--- config.mk ---
export PLATFORM = sky130hd
export DESIGN_NAME = dmac_wrap
export DESIGN_NICKNAME = d
export VERILOG_FILES = /design/src/common/dmac_ctrl_pkg.sv /design/src/common/dmac_mem_pkg.sv /design/src/ctrl/dmac_ctrl_unit.sv /design/src/engine/dmac_transfer_engine.sv /design/src/source/dmac_fifo.sv /design/src/source/dmac_term_unit.sv /design/src/source/dmac_wrap.sv
export VERILOG_INCLUDE_DIRS = /design/src /design/src/common
export SDC_FILE = /design/constraint.sdc
export NUM_CORES = 1
export LEC_CHECK = 0
export BUFFER_PORTS_ARGS = -buffer_cell sky130_fd_sc_hd__buf_2
export CORE_MARGIN = 2
export CORE_UTILIZATION = 30
export DETAILED_ROUTE_END_ITERATION = 8
export GPL_TIMING_DRIVEN = 0
export PLACE_DENSITY = 0.54
export SYNTH_ARGS = -nofsm -noshare
export SYNTH_HDL_FRONTEND = slang
export SYNTH_HIERARCHICAL = 1
export SYNTH_SLANG_ARGS = --single-unit
--- constraint.sdc ---
create_clock -name clk_i -period 7.65 [get_ports clk_i]
set_input_delay 0.765 -clock clk_i [delete_from_list [all_inputs] [get_ports clk_i]]
set_output_delay 0.765 -clock clk_i [all_outputs]
set_load 0.02 [all_outputs]
--- src/common/dmac_config.svh ---
/*
 * Configuration macros of the cluster DMA controller
 * Port count, address, data and length widths, queue depths
 */

`ifndef DMAC_CONFIG_SVH
`define DMAC_CONFIG_SVH

// Number of requester control ports
`define DMAC_NB_CTRLS 3

// Scratchpad word address and data widths
`define DMAC_ADDR_WIDTH 12
`define DMAC_DATA_WIDTH 32

// Job length in words
`define DMAC_LEN_WIDTH 8

// Shared command queue depth
`define DMAC_CMD_DEPTH 4

// Read-ahead buffer depth and cap on reads in flight
`define DMAC_OUTSND 4

`endif

--- src/common/dmac_ctrl_pkg.sv ---
/*
 * Control-side types of the DMA controller
 * Requester id, register offsets and the queued command record
 */

`include "dmac_config.svh"

package dmac_ctrl_pkg;

  // ******************************
  // Requester id
  // ******************************

  // Wide enough for all control ports
  typedef logic [1:0] id_t;

  // ******************************
  // Control register map
  // ******************************

  // Only the low three address bits select a register
  typedef enum logic [2:0] {
    REG_SRC    = 3'd0,
    REG_DST    = 3'd1,
    REG_LEN    = 3'd2,
    REG_START  = 3'd3,
    REG_STATUS = 3'd4
  } reg_offset_e;

  // One copy job as it sits in the command queue
  typedef struct packed {
    logic [`DMAC_ADDR_WIDTH-1:0] src;
    logic [`DMAC_ADDR_WIDTH-1:0] dst;
    logic [`DMAC_LEN_WIDTH-1:0]  len;
    id_t                         id;
  } cmd_t;

endpackage

--- src/common/dmac_mem_pkg.sv ---
/*
 * Memory-side types of the DMA controller
 * Scratchpad word, word address and engine state
 */

`include "dmac_config.svh"

package dmac_mem_pkg;

  // One scratchpad data word
  typedef logic [`DMAC_DATA_WIDTH-1:0] word_t;

  // Word address into the scratchpad
  typedef logic [`DMAC_ADDR_WIDTH-1:0] addr_t;

  // Transfer engine states
  typedef enum logic {
    ENG_IDLE = 1'b0,
    ENG_RUN  = 1'b1
  } eng_state_e;

endpackage

--- src/ctrl/dmac_ctrl_unit.sv ---
/*
 * Control unit of the DMA controller
 * Round-robin port arbiter, staged job registers per port,
 * command issue on START and STATUS readback with interrupt clear
 */

`timescale 1ns/1ps
`include "dmac_config.svh"

module dmac_ctrl_unit (
  input  logic                                             clk_i,
  input  logic                                             rst_n_i,
  input  logic [`DMAC_NB_CTRLS-1:0]                        ctrl_req_i,
  input  logic [`DMAC_NB_CTRLS-1:0]                        ctrl_wen_i,
  input  logic [`DMAC_NB_CTRLS-1:0][`DMAC_ADDR_WIDTH-1:0]  ctrl_add_i,
  input  logic [`DMAC_NB_CTRLS-1:0][`DMAC_DATA_WIDTH-1:0]  ctrl_wdata_i,
  output logic [`DMAC_NB_CTRLS-1:0]                        ctrl_gnt_o,
  output logic [`DMAC_NB_CTRLS-1:0]                        ctrl_r_valid_o,
  output logic [`DMAC_NB_CTRLS-1:0][`DMAC_DATA_WIDTH-1:0]  ctrl_r_data_o,
  input  logic                                             cmd_full_i,
  output logic                                             cmd_push_o,
  output dmac_ctrl_pkg::cmd_t                              cmd_o,
  input  logic [`DMAC_NB_CTRLS-1:0]                        irq_i,
  output logic                                             status_clr_valid_o,
  output dmac_ctrl_pkg::id_t                               status_clr_id_o
);

  localparam int NB = `DMAC_NB_CTRLS;
  localparam int AW = `DMAC_ADDR_WIDTH;
  localparam int DW = `DMAC_DATA_WIDTH;

  // Staged job registers, one set per requester
  logic [AW-1:0]              src_q [NB];
  logic [AW-1:0]              dst_q [NB];
  logic [`DMAC_LEN_WIDTH-1:0] len_q [NB];

  logic [NB-1:0]             elig;
  logic                      gnt_any;
  dmac_ctrl_pkg::id_t        gnt_idx;
  dmac_ctrl_pkg::id_t        rr_q;
  dmac_ctrl_pkg::reg_offset_e sel_off;
  logic                      sel_rd;
  logic [DW-1:0]             rdata_d;
  logic [DW-1:0]             rdata_q;
  logic [NB-1:0]             r_valid_q;

  // ******************************
  // Round-robin arbiter
  // ******************************

  // A START write waits while the queue is full, so the turn moves on
  always_comb begin
    for (int i = 0; i < NB; i++) begin
      elig[i] = ctrl_req_i[i] &&
                !(!ctrl_wen_i[i] && ctrl_add_i[i][2:0] == dmac_ctrl_pkg::REG_START &&
                  cmd_full_i);
    end
  end

  // Search starts at the port after the last winner
  always_comb begin
    gnt_any = 1'b0;
    gnt_idx = '0;
    for (int k = 0; k < NB; k++) begin
      if (!gnt_any && elig[(int'(rr_q) + k) % NB]) begin
        gnt_any = 1'b1;
        gnt_idx = dmac_ctrl_pkg::id_t'((int'(rr_q) + k) % NB);
      end
    end
  end

  always_comb begin
    for (int i = 0; i < NB; i++) begin
      ctrl_gnt_o[i] = gnt_any && (gnt_idx == dmac_ctrl_pkg::id_t'(i));
    end
  end

  // Fields of the winning port
  assign sel_off = dmac_ctrl_pkg::reg_offset_e'(ctrl_add_i[gnt_idx][2:0]);
  assign sel_rd  = ctrl_wen_i[gnt_idx];

  always_ff @(posedge clk_i) begin
    if (!rst_n_i) begin
      rr_q <= '0;
    end else if (gnt_any) begin
      rr_q <= (gnt_idx == dmac_ctrl_pkg::id_t'(NB - 1)) ? '0 : gnt_idx + 1'b1;
    end
  end

  // ******************************
  // Staged registers
  // ******************************

  always_ff @(posedge clk_i) begin
    if (gnt_any && !sel_rd) begin
      case (sel_off)
        dmac_ctrl_pkg::REG_SRC: src_q[gnt_idx] <= ctrl_wdata_i[gnt_idx][AW-1:0];
        dmac_ctrl_pkg::REG_DST: dst_q[gnt_idx] <= ctrl_wdata_i[gnt_idx][AW-1:0];
        dmac_ctrl_pkg::REG_LEN: len_q[gnt_idx] <= ctrl_wdata_i[gnt_idx][`DMAC_LEN_WIDTH-1:0];
        default: ;
      endcase
    end
  end

  // START with a zero length is acknowledged and dropped
  assign cmd_push_o = gnt_any && !sel_rd && sel_off == dmac_ctrl_pkg::REG_START &&
                      len_q[gnt_idx] != '0;

  always_comb begin
    cmd_o.src = src_q[gnt_idx];
    cmd_o.dst = dst_q[gnt_idx];
    cmd_o.len = len_q[gnt_idx];
    cmd_o.id  = gnt_idx;
  end

  // STATUS read drops the sticky interrupt of that port
  assign status_clr_valid_o = gnt_any && sel_rd && sel_off == dmac_ctrl_pkg::REG_STATUS;
  assign status_clr_id_o    = gnt_idx;

  // ******************************
  // Response path
  // ******************************

  // Writes answer with zero data
  always_comb begin
    rdata_d = '0;
    if (sel_rd) begin
      case (sel_off)
        dmac_ctrl_pkg::REG_SRC:    rdata_d = DW'(src_q[gnt_idx]);
        dmac_ctrl_pkg::REG_DST:    rdata_d = DW'(dst_q[gnt_idx]);
        dmac_ctrl_pkg::REG_LEN:    rdata_d = DW'(len_q[gnt_idx]);
        dmac_ctrl_pkg::REG_STATUS: rdata_d = DW'(irq_i[gnt_idx]);
        default:                   rdata_d = '0;
      endcase
    end
  end

  always_ff @(posedge clk_i) begin
    if (!rst_n_i) begin
      r_valid_q <= '0;
    end else begin
      r_valid_q <= ctrl_gnt_o;
    end
  end

  always_ff @(posedge clk_i) begin
    if (gnt_any) begin
      rdata_q <= rdata_d;
    end
  end

  // Data shows only on the port that owns the response
  always_comb begin
    for (int i = 0; i < NB; i++) begin
      ctrl_r_data_o[i] = r_valid_q[i] ? rdata_q : '0;
    end
  end

  assign ctrl_r_valid_o = r_valid_q;

  // Single winner per cycle
  assert property (@(posedge clk_i) disable iff (!rst_n_i) $onehot0(ctrl_gnt_o));

  // Queue back-pressure must hold off every command push
  assert property (@(posedge clk_i) disable iff (!rst_n_i) cmd_push_o |-> !cmd_full_i);

endmodule

--- src/engine/dmac_transfer_engine.sv ---
/*
 * Transfer engine of the DMA controller
 * Takes one queued job, reads source words ahead into a buffer
 * and writes them to the destination over one scratchpad port
 */

`timescale 1ns/1ps
`include "dmac_config.svh"

module dmac_transfer_engine (
  input  logic                clk_i,
  input  logic                rst_n_i,
  input  logic                cmd_empty_i,
  input  dmac_ctrl_pkg::cmd_t cmd_i,
  output logic                cmd_pop_o,
  output logic                mem_req_o,
  output logic                mem_wen_o,
  output dmac_mem_pkg::addr_t mem_add_o,
  output dmac_mem_pkg::word_t mem_wdata_o,
  input  logic                mem_gnt_i,
  input  logic                mem_r_valid_i,
  input  dmac_mem_pkg::word_t mem_r_data_i,
  output logic                done_valid_o,
  output dmac_ctrl_pkg::id_t  done_id_o,
  output logic                active_o
);

  localparam int CW = $clog2(`DMAC_OUTSND + 1);

  dmac_mem_pkg::eng_state_e   state_q;
  dmac_mem_pkg::addr_t        src_q;
  dmac_mem_pkg::addr_t        dst_q;
  dmac_ctrl_pkg::id_t         id_q;
  logic [`DMAC_LEN_WIDTH-1:0] rd_left_q;
  logic [`DMAC_LEN_WIDTH-1:0] wr_left_q;
  logic [CW-1:0]              inflight_q;

  // Request held while waiting for a grant
  logic hold_q;
  logic hold_rd_q;

  logic                run;
  logic                rd_ok;
  logic                wr_sel;
  logic                rd_sel;
  logic                rd_gnt;
  logic                wr_gnt;
  logic                buf_empty;
  logic [CW-1:0]       buf_count;
  dmac_mem_pkg::word_t buf_head;
  logic                done_q;
  dmac_ctrl_pkg::id_t  done_id_q;

  // Read-ahead buffer filled by read responses
  dmac_fifo #(
    .T     ( dmac_mem_pkg::word_t ),
    .DEPTH ( `DMAC_OUTSND         )
  ) rd_buf_i (
    .clk_i   ( clk_i         ),
    .rst_n_i ( rst_n_i       ),
    .push_i  ( mem_r_valid_i ),
    .data_i  ( mem_r_data_i  ),
    .pop_i   ( wr_gnt        ),
    .data_o  ( buf_head      ),
    .full_o  (               ),
    .empty_o ( buf_empty     ),
    .count_o ( buf_count     )
  );

  assign run = (state_q == dmac_mem_pkg::ENG_RUN);

  // ******************************
  // Request selection
  // ******************************

  // Buffered words plus reads in flight never exceed the buffer
  assign rd_ok = (rd_left_q != '0) &&
                 ((int'(buf_count) + int'(inflight_q)) < `DMAC_OUTSND);

  // Buffer head writes win unless a read is already waiting
  assign wr_sel = run && (hold_q ? !hold_rd_q : !buf_empty);
  assign rd_sel = run && (hold_q ? hold_rd_q : (buf_empty && rd_ok));

  assign mem_req_o   = wr_sel || rd_sel;
  assign mem_wen_o   = rd_sel;
  assign mem_add_o   = wr_sel ? dst_q : src_q;
  assign mem_wdata_o = buf_head;

  assign rd_gnt = rd_sel && mem_gnt_i;
  assign wr_gnt = wr_sel && mem_gnt_i;

  // Next job is taken only from idle
  assign cmd_pop_o = !run && !cmd_empty_i;

  // ******************************
  // Job sequencing
  // ******************************

  always_ff @(posedge clk_i) begin
    if (!rst_n_i) begin
      state_q    <= dmac_mem_pkg::ENG_IDLE;
      rd_left_q  <= '0;
      wr_left_q  <= '0;
      inflight_q <= '0;
      hold_q     <= 1'b0;
      hold_rd_q  <= 1'b0;
      done_q     <= 1'b0;
    end else begin
      hold_q    <= mem_req_o && !mem_gnt_i;
      hold_rd_q <= rd_sel;
      done_q    <= wr_gnt && (wr_left_q == 1);
      // Response arrives one cycle after its grant
      if (rd_gnt && !mem_r_valid_i) begin
        inflight_q <= inflight_q + 1'b1;
      end else if (mem_r_valid_i && !rd_gnt) begin
        inflight_q <= inflight_q - 1'b1;
      end
      if (cmd_pop_o) begin
        state_q   <= dmac_mem_pkg::ENG_RUN;
        rd_left_q <= cmd_i.len;
        wr_left_q <= cmd_i.len;
      end else if (run) begin
        if (rd_gnt) begin
          rd_left_q <= rd_left_q - 1'b1;
        end
        if (wr_gnt) begin
          wr_left_q <= wr_left_q - 1'b1;
          // Last destination word ends the job
          if (wr_left_q == 1) begin
            state_q <= dmac_mem_pkg::ENG_IDLE;
          end
        end
      end
    end
  end

  // Address pointers and requester id
  always_ff @(posedge clk_i) begin
    if (cmd_pop_o) begin
      src_q <= cmd_i.src;
      dst_q <= cmd_i.dst;
      id_q  <= cmd_i.id;
    end else begin
      if (rd_gnt) begin
        src_q <= src_q + 1'b1;
      end
      if (wr_gnt) begin
        dst_q <= dst_q + 1'b1;
      end
    end
    if (wr_gnt) begin
      done_id_q <= id_q;
    end
  end

  assign done_valid_o = done_q;
  assign done_id_o    = done_id_q;

  // Covers the cycle between the last write and its report
  assign active_o = run || done_q;

  // Memory must not answer reads that were never granted
  assert property (@(posedge clk_i) disable iff (!rst_n_i)
    mem_r_valid_i |-> inflight_q != '0);

endmodule

--- src/source/dmac_fifo.sv ---
/*
 * Synchronous first-word fall-through FIFO
 * Payload type given as a parameter, circular buffer with counter
 */

`timescale 1ns/1ps

module dmac_fifo #(
  parameter type T     = logic,
  parameter int  DEPTH = 4
) (
  input  logic                       clk_i,
  input  logic                       rst_n_i,
  input  logic                       push_i,
  input  T                           data_i,
  input  logic                       pop_i,
  output T                           data_o,
  output logic                       full_o,
  output logic                       empty_o,
  output logic [$clog2(DEPTH+1)-1:0] count_o
);

  localparam int PW = (DEPTH > 1) ? $clog2(DEPTH) : 1;

  T                           mem_q [DEPTH];
  logic [PW-1:0]              wr_ptr_q;
  logic [PW-1:0]              rd_ptr_q;
  logic [$clog2(DEPTH+1)-1:0] cnt_q;

  // Storage holds payload only
  always_ff @(posedge clk_i) begin
    if (push_i) begin
      mem_q[wr_ptr_q] <= data_i;
    end
  end

  // Pointers wrap at DEPTH, which need not be a power of two
  always_ff @(posedge clk_i) begin
    if (!rst_n_i) begin
      wr_ptr_q <= '0;
      rd_ptr_q <= '0;
      cnt_q    <= '0;
    end else begin
      if (push_i) begin
        wr_ptr_q <= (wr_ptr_q == PW'(DEPTH - 1)) ? '0 : wr_ptr_q + 1'b1;
      end
      if (pop_i) begin
        rd_ptr_q <= (rd_ptr_q == PW'(DEPTH - 1)) ? '0 : rd_ptr_q + 1'b1;
      end
      if (push_i && !pop_i) begin
        cnt_q <= cnt_q + 1'b1;
      end else if (pop_i && !push_i) begin
        cnt_q <= cnt_q - 1'b1;
      end
    end
  end

  // Head word is visible without a pop
  assign data_o  = mem_q[rd_ptr_q];
  assign full_o  = (cnt_q == ($clog2(DEPTH+1))'(DEPTH));
  assign empty_o = (cnt_q == '0);
  assign count_o = cnt_q;

  // Producers and consumers must honour the flags
  assert property (@(posedge clk_i) disable iff (!rst_n_i) push_i |-> !full_o);
  assert property (@(posedge clk_i) disable iff (!rst_n_i) pop_i |-> !empty_o);

endmodule

--- src/source/dmac_term_unit.sv ---
/*
 * Termination unit of the DMA controller
 * One-cycle events, sticky interrupts per port and busy flag
 */

`timescale 1ns/1ps
`include "dmac_config.svh"

module dmac_term_unit (
  input  logic                      clk_i,
  input  logic                      rst_n_i,
  input  logic                      done_valid_i,
  input  dmac_ctrl_pkg::id_t        done_id_i,
  input  logic                      status_clr_valid_i,
  input  dmac_ctrl_pkg::id_t        status_clr_id_i,
  input  logic                      active_i,
  input  logic                      cmd_empty_i,
  output logic [`DMAC_NB_CTRLS-1:0] term_event_o,
  output logic [`DMAC_NB_CTRLS-1:0] term_irq_o,
  output logic                      busy_o
);

  logic [`DMAC_NB_CTRLS-1:0] event_q;
  logic [`DMAC_NB_CTRLS-1:0] irq_q;
  logic                      busy_q;

  // ******************************
  // Events and interrupts
  // ******************************

  always_ff @(posedge clk_i) begin
    if (!rst_n_i) begin
      event_q <= '0;
      irq_q   <= '0;
    end else begin
      for (int i = 0; i < `DMAC_NB_CTRLS; i++) begin
        event_q[i] <= done_valid_i && (done_id_i == dmac_ctrl_pkg::id_t'(i));
        // A new completion beats a clear on the same port
        if (done_valid_i && (done_id_i == dmac_ctrl_pkg::id_t'(i))) begin
          irq_q[i] <= 1'b1;
        end else if (status_clr_valid_i &&
                     (status_clr_id_i == dmac_ctrl_pkg::id_t'(i))) begin
          irq_q[i] <= 1'b0;
        end
      end
    end
  end

  // Work in the engine or waiting in the queue
  always_ff @(posedge clk_i) begin
    if (!rst_n_i) begin
      busy_q <= 1'b0;
    end else begin
      busy_q <= active_i || !cmd_empty_i;
    end
  end

  assign term_event_o = event_q;
  assign term_irq_o   = irq_q;
  assign busy_o       = busy_q;

endmodule

--- src/source/dmac_wrap.sv ---
/*
 * Top level of the cluster DMA controller
 * Control unit, command queue, transfer engine, termination unit
 */

`timescale 1ns/1ps
`include "dmac_config.svh"

module dmac_wrap (
  input  logic                                             clk_i,
  input  logic                                             rst_n_i,

  // Requester control ports
  input  logic [`DMAC_NB_CTRLS-1:0]                        ctrl_req_i,
  input  logic [`DMAC_NB_CTRLS-1:0]                        ctrl_wen_i,
  input  logic [`DMAC_NB_CTRLS-1:0][`DMAC_ADDR_WIDTH-1:0]  ctrl_add_i,
  input  logic [`DMAC_NB_CTRLS-1:0][`DMAC_DATA_WIDTH-1:0]  ctrl_wdata_i,
  output logic [`DMAC_NB_CTRLS-1:0]                        ctrl_gnt_o,
  output logic [`DMAC_NB_CTRLS-1:0]                        ctrl_r_valid_o,
  output logic [`DMAC_NB_CTRLS-1:0][`DMAC_DATA_WIDTH-1:0]  ctrl_r_data_o,

  // Scratchpad initiator port
  output logic                                             mem_req_o,
  output logic                                             mem_wen_o,
  output dmac_mem_pkg::addr_t                              mem_add_o,
  output dmac_mem_pkg::word_t                              mem_wdata_o,
  input  logic                                             mem_gnt_i,
  input  logic                                             mem_r_valid_i,
  input  dmac_mem_pkg::word_t                              mem_r_data_i,

  // Job termination
  output logic [`DMAC_NB_CTRLS-1:0]                        term_event_o,
  output logic [`DMAC_NB_CTRLS-1:0]                        term_irq_o,
  output logic                                             busy_o
);

  // Control unit to command queue
  logic                 cmd_push;
  dmac_ctrl_pkg::cmd_t  cmd_in;
  logic                 cmd_full;

  // Command queue to engine
  logic                 cmd_pop;
  dmac_ctrl_pkg::cmd_t  cmd_out;
  logic                 cmd_empty;

  // Completion and status paths
  logic                 done_valid;
  dmac_ctrl_pkg::id_t   done_id;
  logic                 status_clr_valid;
  dmac_ctrl_pkg::id_t   status_clr_id;
  logic                 eng_active;

  // ******************************
  // Input side
  // ******************************

  dmac_ctrl_unit ctrl_unit_i (
    .clk_i              ( clk_i            ),
    .rst_n_i            ( rst_n_i          ),
    .ctrl_req_i         ( ctrl_req_i       ),
    .ctrl_wen_i         ( ctrl_wen_i       ),
    .ctrl_add_i         ( ctrl_add_i       ),
    .ctrl_wdata_i       ( ctrl_wdata_i     ),
    .ctrl_gnt_o         ( ctrl_gnt_o       ),
    .ctrl_r_valid_o     ( ctrl_r_valid_o   ),
    .ctrl_r_data_o      ( ctrl_r_data_o    ),
    .cmd_full_i         ( cmd_full         ),
    .cmd_push_o         ( cmd_push         ),
    .cmd_o              ( cmd_in           ),
    .irq_i              ( term_irq_o       ),
    .status_clr_valid_o ( status_clr_valid ),
    .status_clr_id_o    ( status_clr_id    )
  );

  // ******************************
  // Processing
  // ******************************

  // Shared command queue, drained in order by the engine
  dmac_fifo #(
    .T     ( dmac_ctrl_pkg::cmd_t ),
    .DEPTH ( `DMAC_CMD_DEPTH      )
  ) cmd_fifo_i (
    .clk_i   ( clk_i     ),
    .rst_n_i ( rst_n_i   ),
    .push_i  ( cmd_push  ),
    .data_i  ( cmd_in    ),
    .pop_i   ( cmd_pop   ),
    .data_o  ( cmd_out   ),
    .full_o  ( cmd_full  ),
    .empty_o ( cmd_empty ),
    .count_o (           )
  );

  dmac_transfer_engine engine_i (
    .clk_i         ( clk_i         ),
    .rst_n_i       ( rst_n_i       ),
    .cmd_empty_i   ( cmd_empty     ),
    .cmd_i         ( cmd_out       ),
    .cmd_pop_o     ( cmd_pop       ),
    .mem_req_o     ( mem_req_o     ),
    .mem_wen_o     ( mem_wen_o     ),
    .mem_add_o     ( mem_add_o     ),
    .mem_wdata_o   ( mem_wdata_o   ),
    .mem_gnt_i     ( mem_gnt_i     ),
    .mem_r_valid_i ( mem_r_valid_i ),
    .mem_r_data_i  ( mem_r_data_i  ),
    .done_valid_o  ( done_valid    ),
    .done_id_o     ( done_id       ),
    .active_o      ( eng_active    )
  );

  // Output side
  dmac_term_unit term_unit_i (
    .clk_i              ( clk_i            ),
    .rst_n_i            ( rst_n_i          ),
    .done_valid_i       ( done_valid       ),
    .done_id_i          ( done_id          ),
    .status_clr_valid_i ( status_clr_valid ),
    .status_clr_id_i    ( status_clr_id    ),
    .active_i           ( eng_active       ),
    .cmd_empty_i        ( cmd_empty        ),
    .term_event_o       ( term_event_o     ),
    .term_irq_o         ( term_irq_o       ),
    .busy_o             ( busy_o           )
  );

endmodule

==> flow_summary.yaml <==
critical_path:
  crit_cells: 15
  cp_slowest_cell: "nor4_2"
  crit_type: "flip-flop to flip-flop"
  crit_buf_inv: 2
  path_max_fanout: 10
  reg2reg_slack_ns: 2.30
  r2r_cells: 15
  cp_cell_sequence: "nor3b_1 > nand4b_1 > o311ai_4 > o2111ai_4 > inv_2 > nor2_1 > a21oi_2 > nand3_2 > nor4_2 > ha_1 > inv_1 > fa_1 > xor2_1 > or3_1 > a21boi_0"
  cp-end-kind: "flip-flop"
  critPathRequiredTime_ns: 8.14
  crit_family: "simple AND/OR/NAND/NOR gates"
  start_kind: "flip-flop"
  worstPathArrival_ns: 5.84
  crit_path_max_incr_delay_ns: 0.84
logic_synthesis:
  avgSynthCellArea_um2: 15.5
  syn_inst: 1243
  ys_warn_count: 6
  synth_area_um2: 19300
timing:
  fmaxAchievable_ghz: 0.187
  setup_tns_ns: 0
  setup_viol: 0
  fin_skew_ns: 0.0226
  slew_headroom: 0.0505
  finalCritPeriodShare: 0.700
  worstMarginPinSlew_ns: 1.41
  hold_viol_final: 0
  post-route-min-period_ns: 5.35
  finalMaxSlewViolations: 0
  rsz0062_at_grt: "false"
floorplan:
  io_pins: 329
  die_h_um: 258
  rows: 92
  core_area_um2: 63300
  start_util: 0.305
  die_x_um: 258
  dieArea_um2: 66400
grt:
  grt_use_total: 0.132
  grt_pass1_vias: 11400
  grt-ovfl-total: 0
  grt_pass1_wl_um: 68100
  grt_max_degree: 32
  antenna_found_initial: 0
clock_tree:
  ctsHoldBuffers: 0
  clk_pin_slew_ns: 0.06
  cts_resized: 0
  cts_buffer_depth: 3
  cts_tree: "built"
  clock_sink_count: 453
  clk_latency_ns: 0.56
  cts_buffers: 46
  postCtsSetupBuffers: 0
  cts-root-buf: "clkbuf_16"
  htreeDepth: 2
job:
  cap_violations: 0
route:
  first_pass_iters: 5
  vias_per_cell: 4.61
  ant_nets: 0
  wire_per_inst_um: 18.4
  routed_wl_um: 44500
  route.detailed.drc: 0
  vias: 11200
  drt_iter0_drc: 836
layout:
  areaGrowthSynthToFinish_pct: 20.6
  antenna_cells: 0
  drive_above_1_share: 0.304
  layout.cells.non_filler: 2423
  nNetsFinal: 1744
placement:
  dp_cells: 2343
  hpwl_um: 31300
  io_buffers: 181
  routabilityCongestion: 0.820
power_and_ir_drop:
  power.leakage_nw: 8.36
  p_per_area_nw_per_um2: 345
  ir_drop_v: 0.000145
status:
  outcome: "complete, no violations"
min_path:
  min_path_cells: 2
  hp-class: "input pin to flip-flop"
==> routing by layer <==
layer  wire [µm]  vias up  track usage
met5           0        -            0
met4         915        0       0.0352
met3        2300       55       0.0230
met2       21800      338        0.224
met1       19500     5574        0.175
li1            -     5213            -
==> report_power, final <==
group          switching [mW]  internal [mW]
Combinational            1.53          0.872
Sequential              0.187           3.20
Clock                   0.915           1.33
Total                    2.63           5.40
==> per-stage QoR <==
step           setup slack, ns  instance area, µm²  hold WS [ns]  power (mW)  utilization
6_report                  2.30               23300         0.407        8.03        0.368
5_1_grt                   1.85               23300         0.401        8.47        0.368
4_1_cts                   1.80               23300         0.371        8.13        0.367
3_5_place_dp              1.83               21800         0.419        5.85        0.344
3_3_place_gp              1.37               21500         0.402        5.79        0.339
2_1_floorplan             3.24               19500         0.400        5.02            -
==> cells in the final DEF, fill, tap and decap left out, types with 24 or more instances in the layout <==
cell type / instances
a21oi_1: 25
a22oi_1: 27
and2_1: 46
buf_2: 202
buf_4: 69
clkbuf_16: 47
conb_1: 60
dfxtp_1: 53
edfxtp_1: 400
inv_1: 30
mux4_2: 60
nand2_1: 91
nor2_1: 59
nor3_1: 24
o21ai_0: 43
==> flip-flops by register name, summed over array words and instances, names as in the netlist, 3 cells and up, named ones only <==
name	count
engine_i/dst_q	12
engine_i/src_q	12
ctrl_unit_i/ctrl_r_valid_o	3
ctrl_unit_i/dst_q	36
ctrl_unit_i/len_q	24
cmd_fifo_i/mem_q	136
engine_i/rd_left_q	8
term_unit_i/term_irq_o	3
engine_i/inflight_q	3
engine_i/rd_buf_i/count_o	3
engine_i/wr_left_q	8
ctrl_unit_i/rdata_q	12
term_unit_i/term_event_o	3
engine_i/rd_buf_i/mem_q	128
cmd_fifo_i/count_o	3
ctrl_unit_i/src_q	36
==> final timing paths <==
| kind | startpoint | to |
|---|---|---|
| max | cmd_fifo_i/count_o[2] | cmd_fifo_i/count_o[2] |
| min | mem_gnt_i | engine_i/hold_q |
| max reg2reg | cmd_fifo_i/count_o[2] | cmd_fifo_i/count_o[2] |
| min reg2reg | engine_i/id_q[0] | engine_i/done_id_o[0] |
==> final cells by class <==
type                    instances  area (µm²)
flip-flops and latches        453       13100
fillers                      6016       40000
plain buffers                 115         837
repair buffers                195        1140
multi-input cells             699        5530
inverters                      35         131
clock inverters                25         293
clock buffers                  55        1210
well taps                     846        1060
==> worst reg2reg max path: cells and delay by family, from the launching register on <==
family,cells,cell delay [ns]
AND/OR/NAND/NOR,6,2.62
AO/OA/AOI/OAI,4,1.17
adder cells (fa/ha/maj),2,0.69
flip-flops,1,0.39
buffers and inverters,2,0.26
XOR/XNOR,1,0.16
Power figures use the tool's default switching activity.
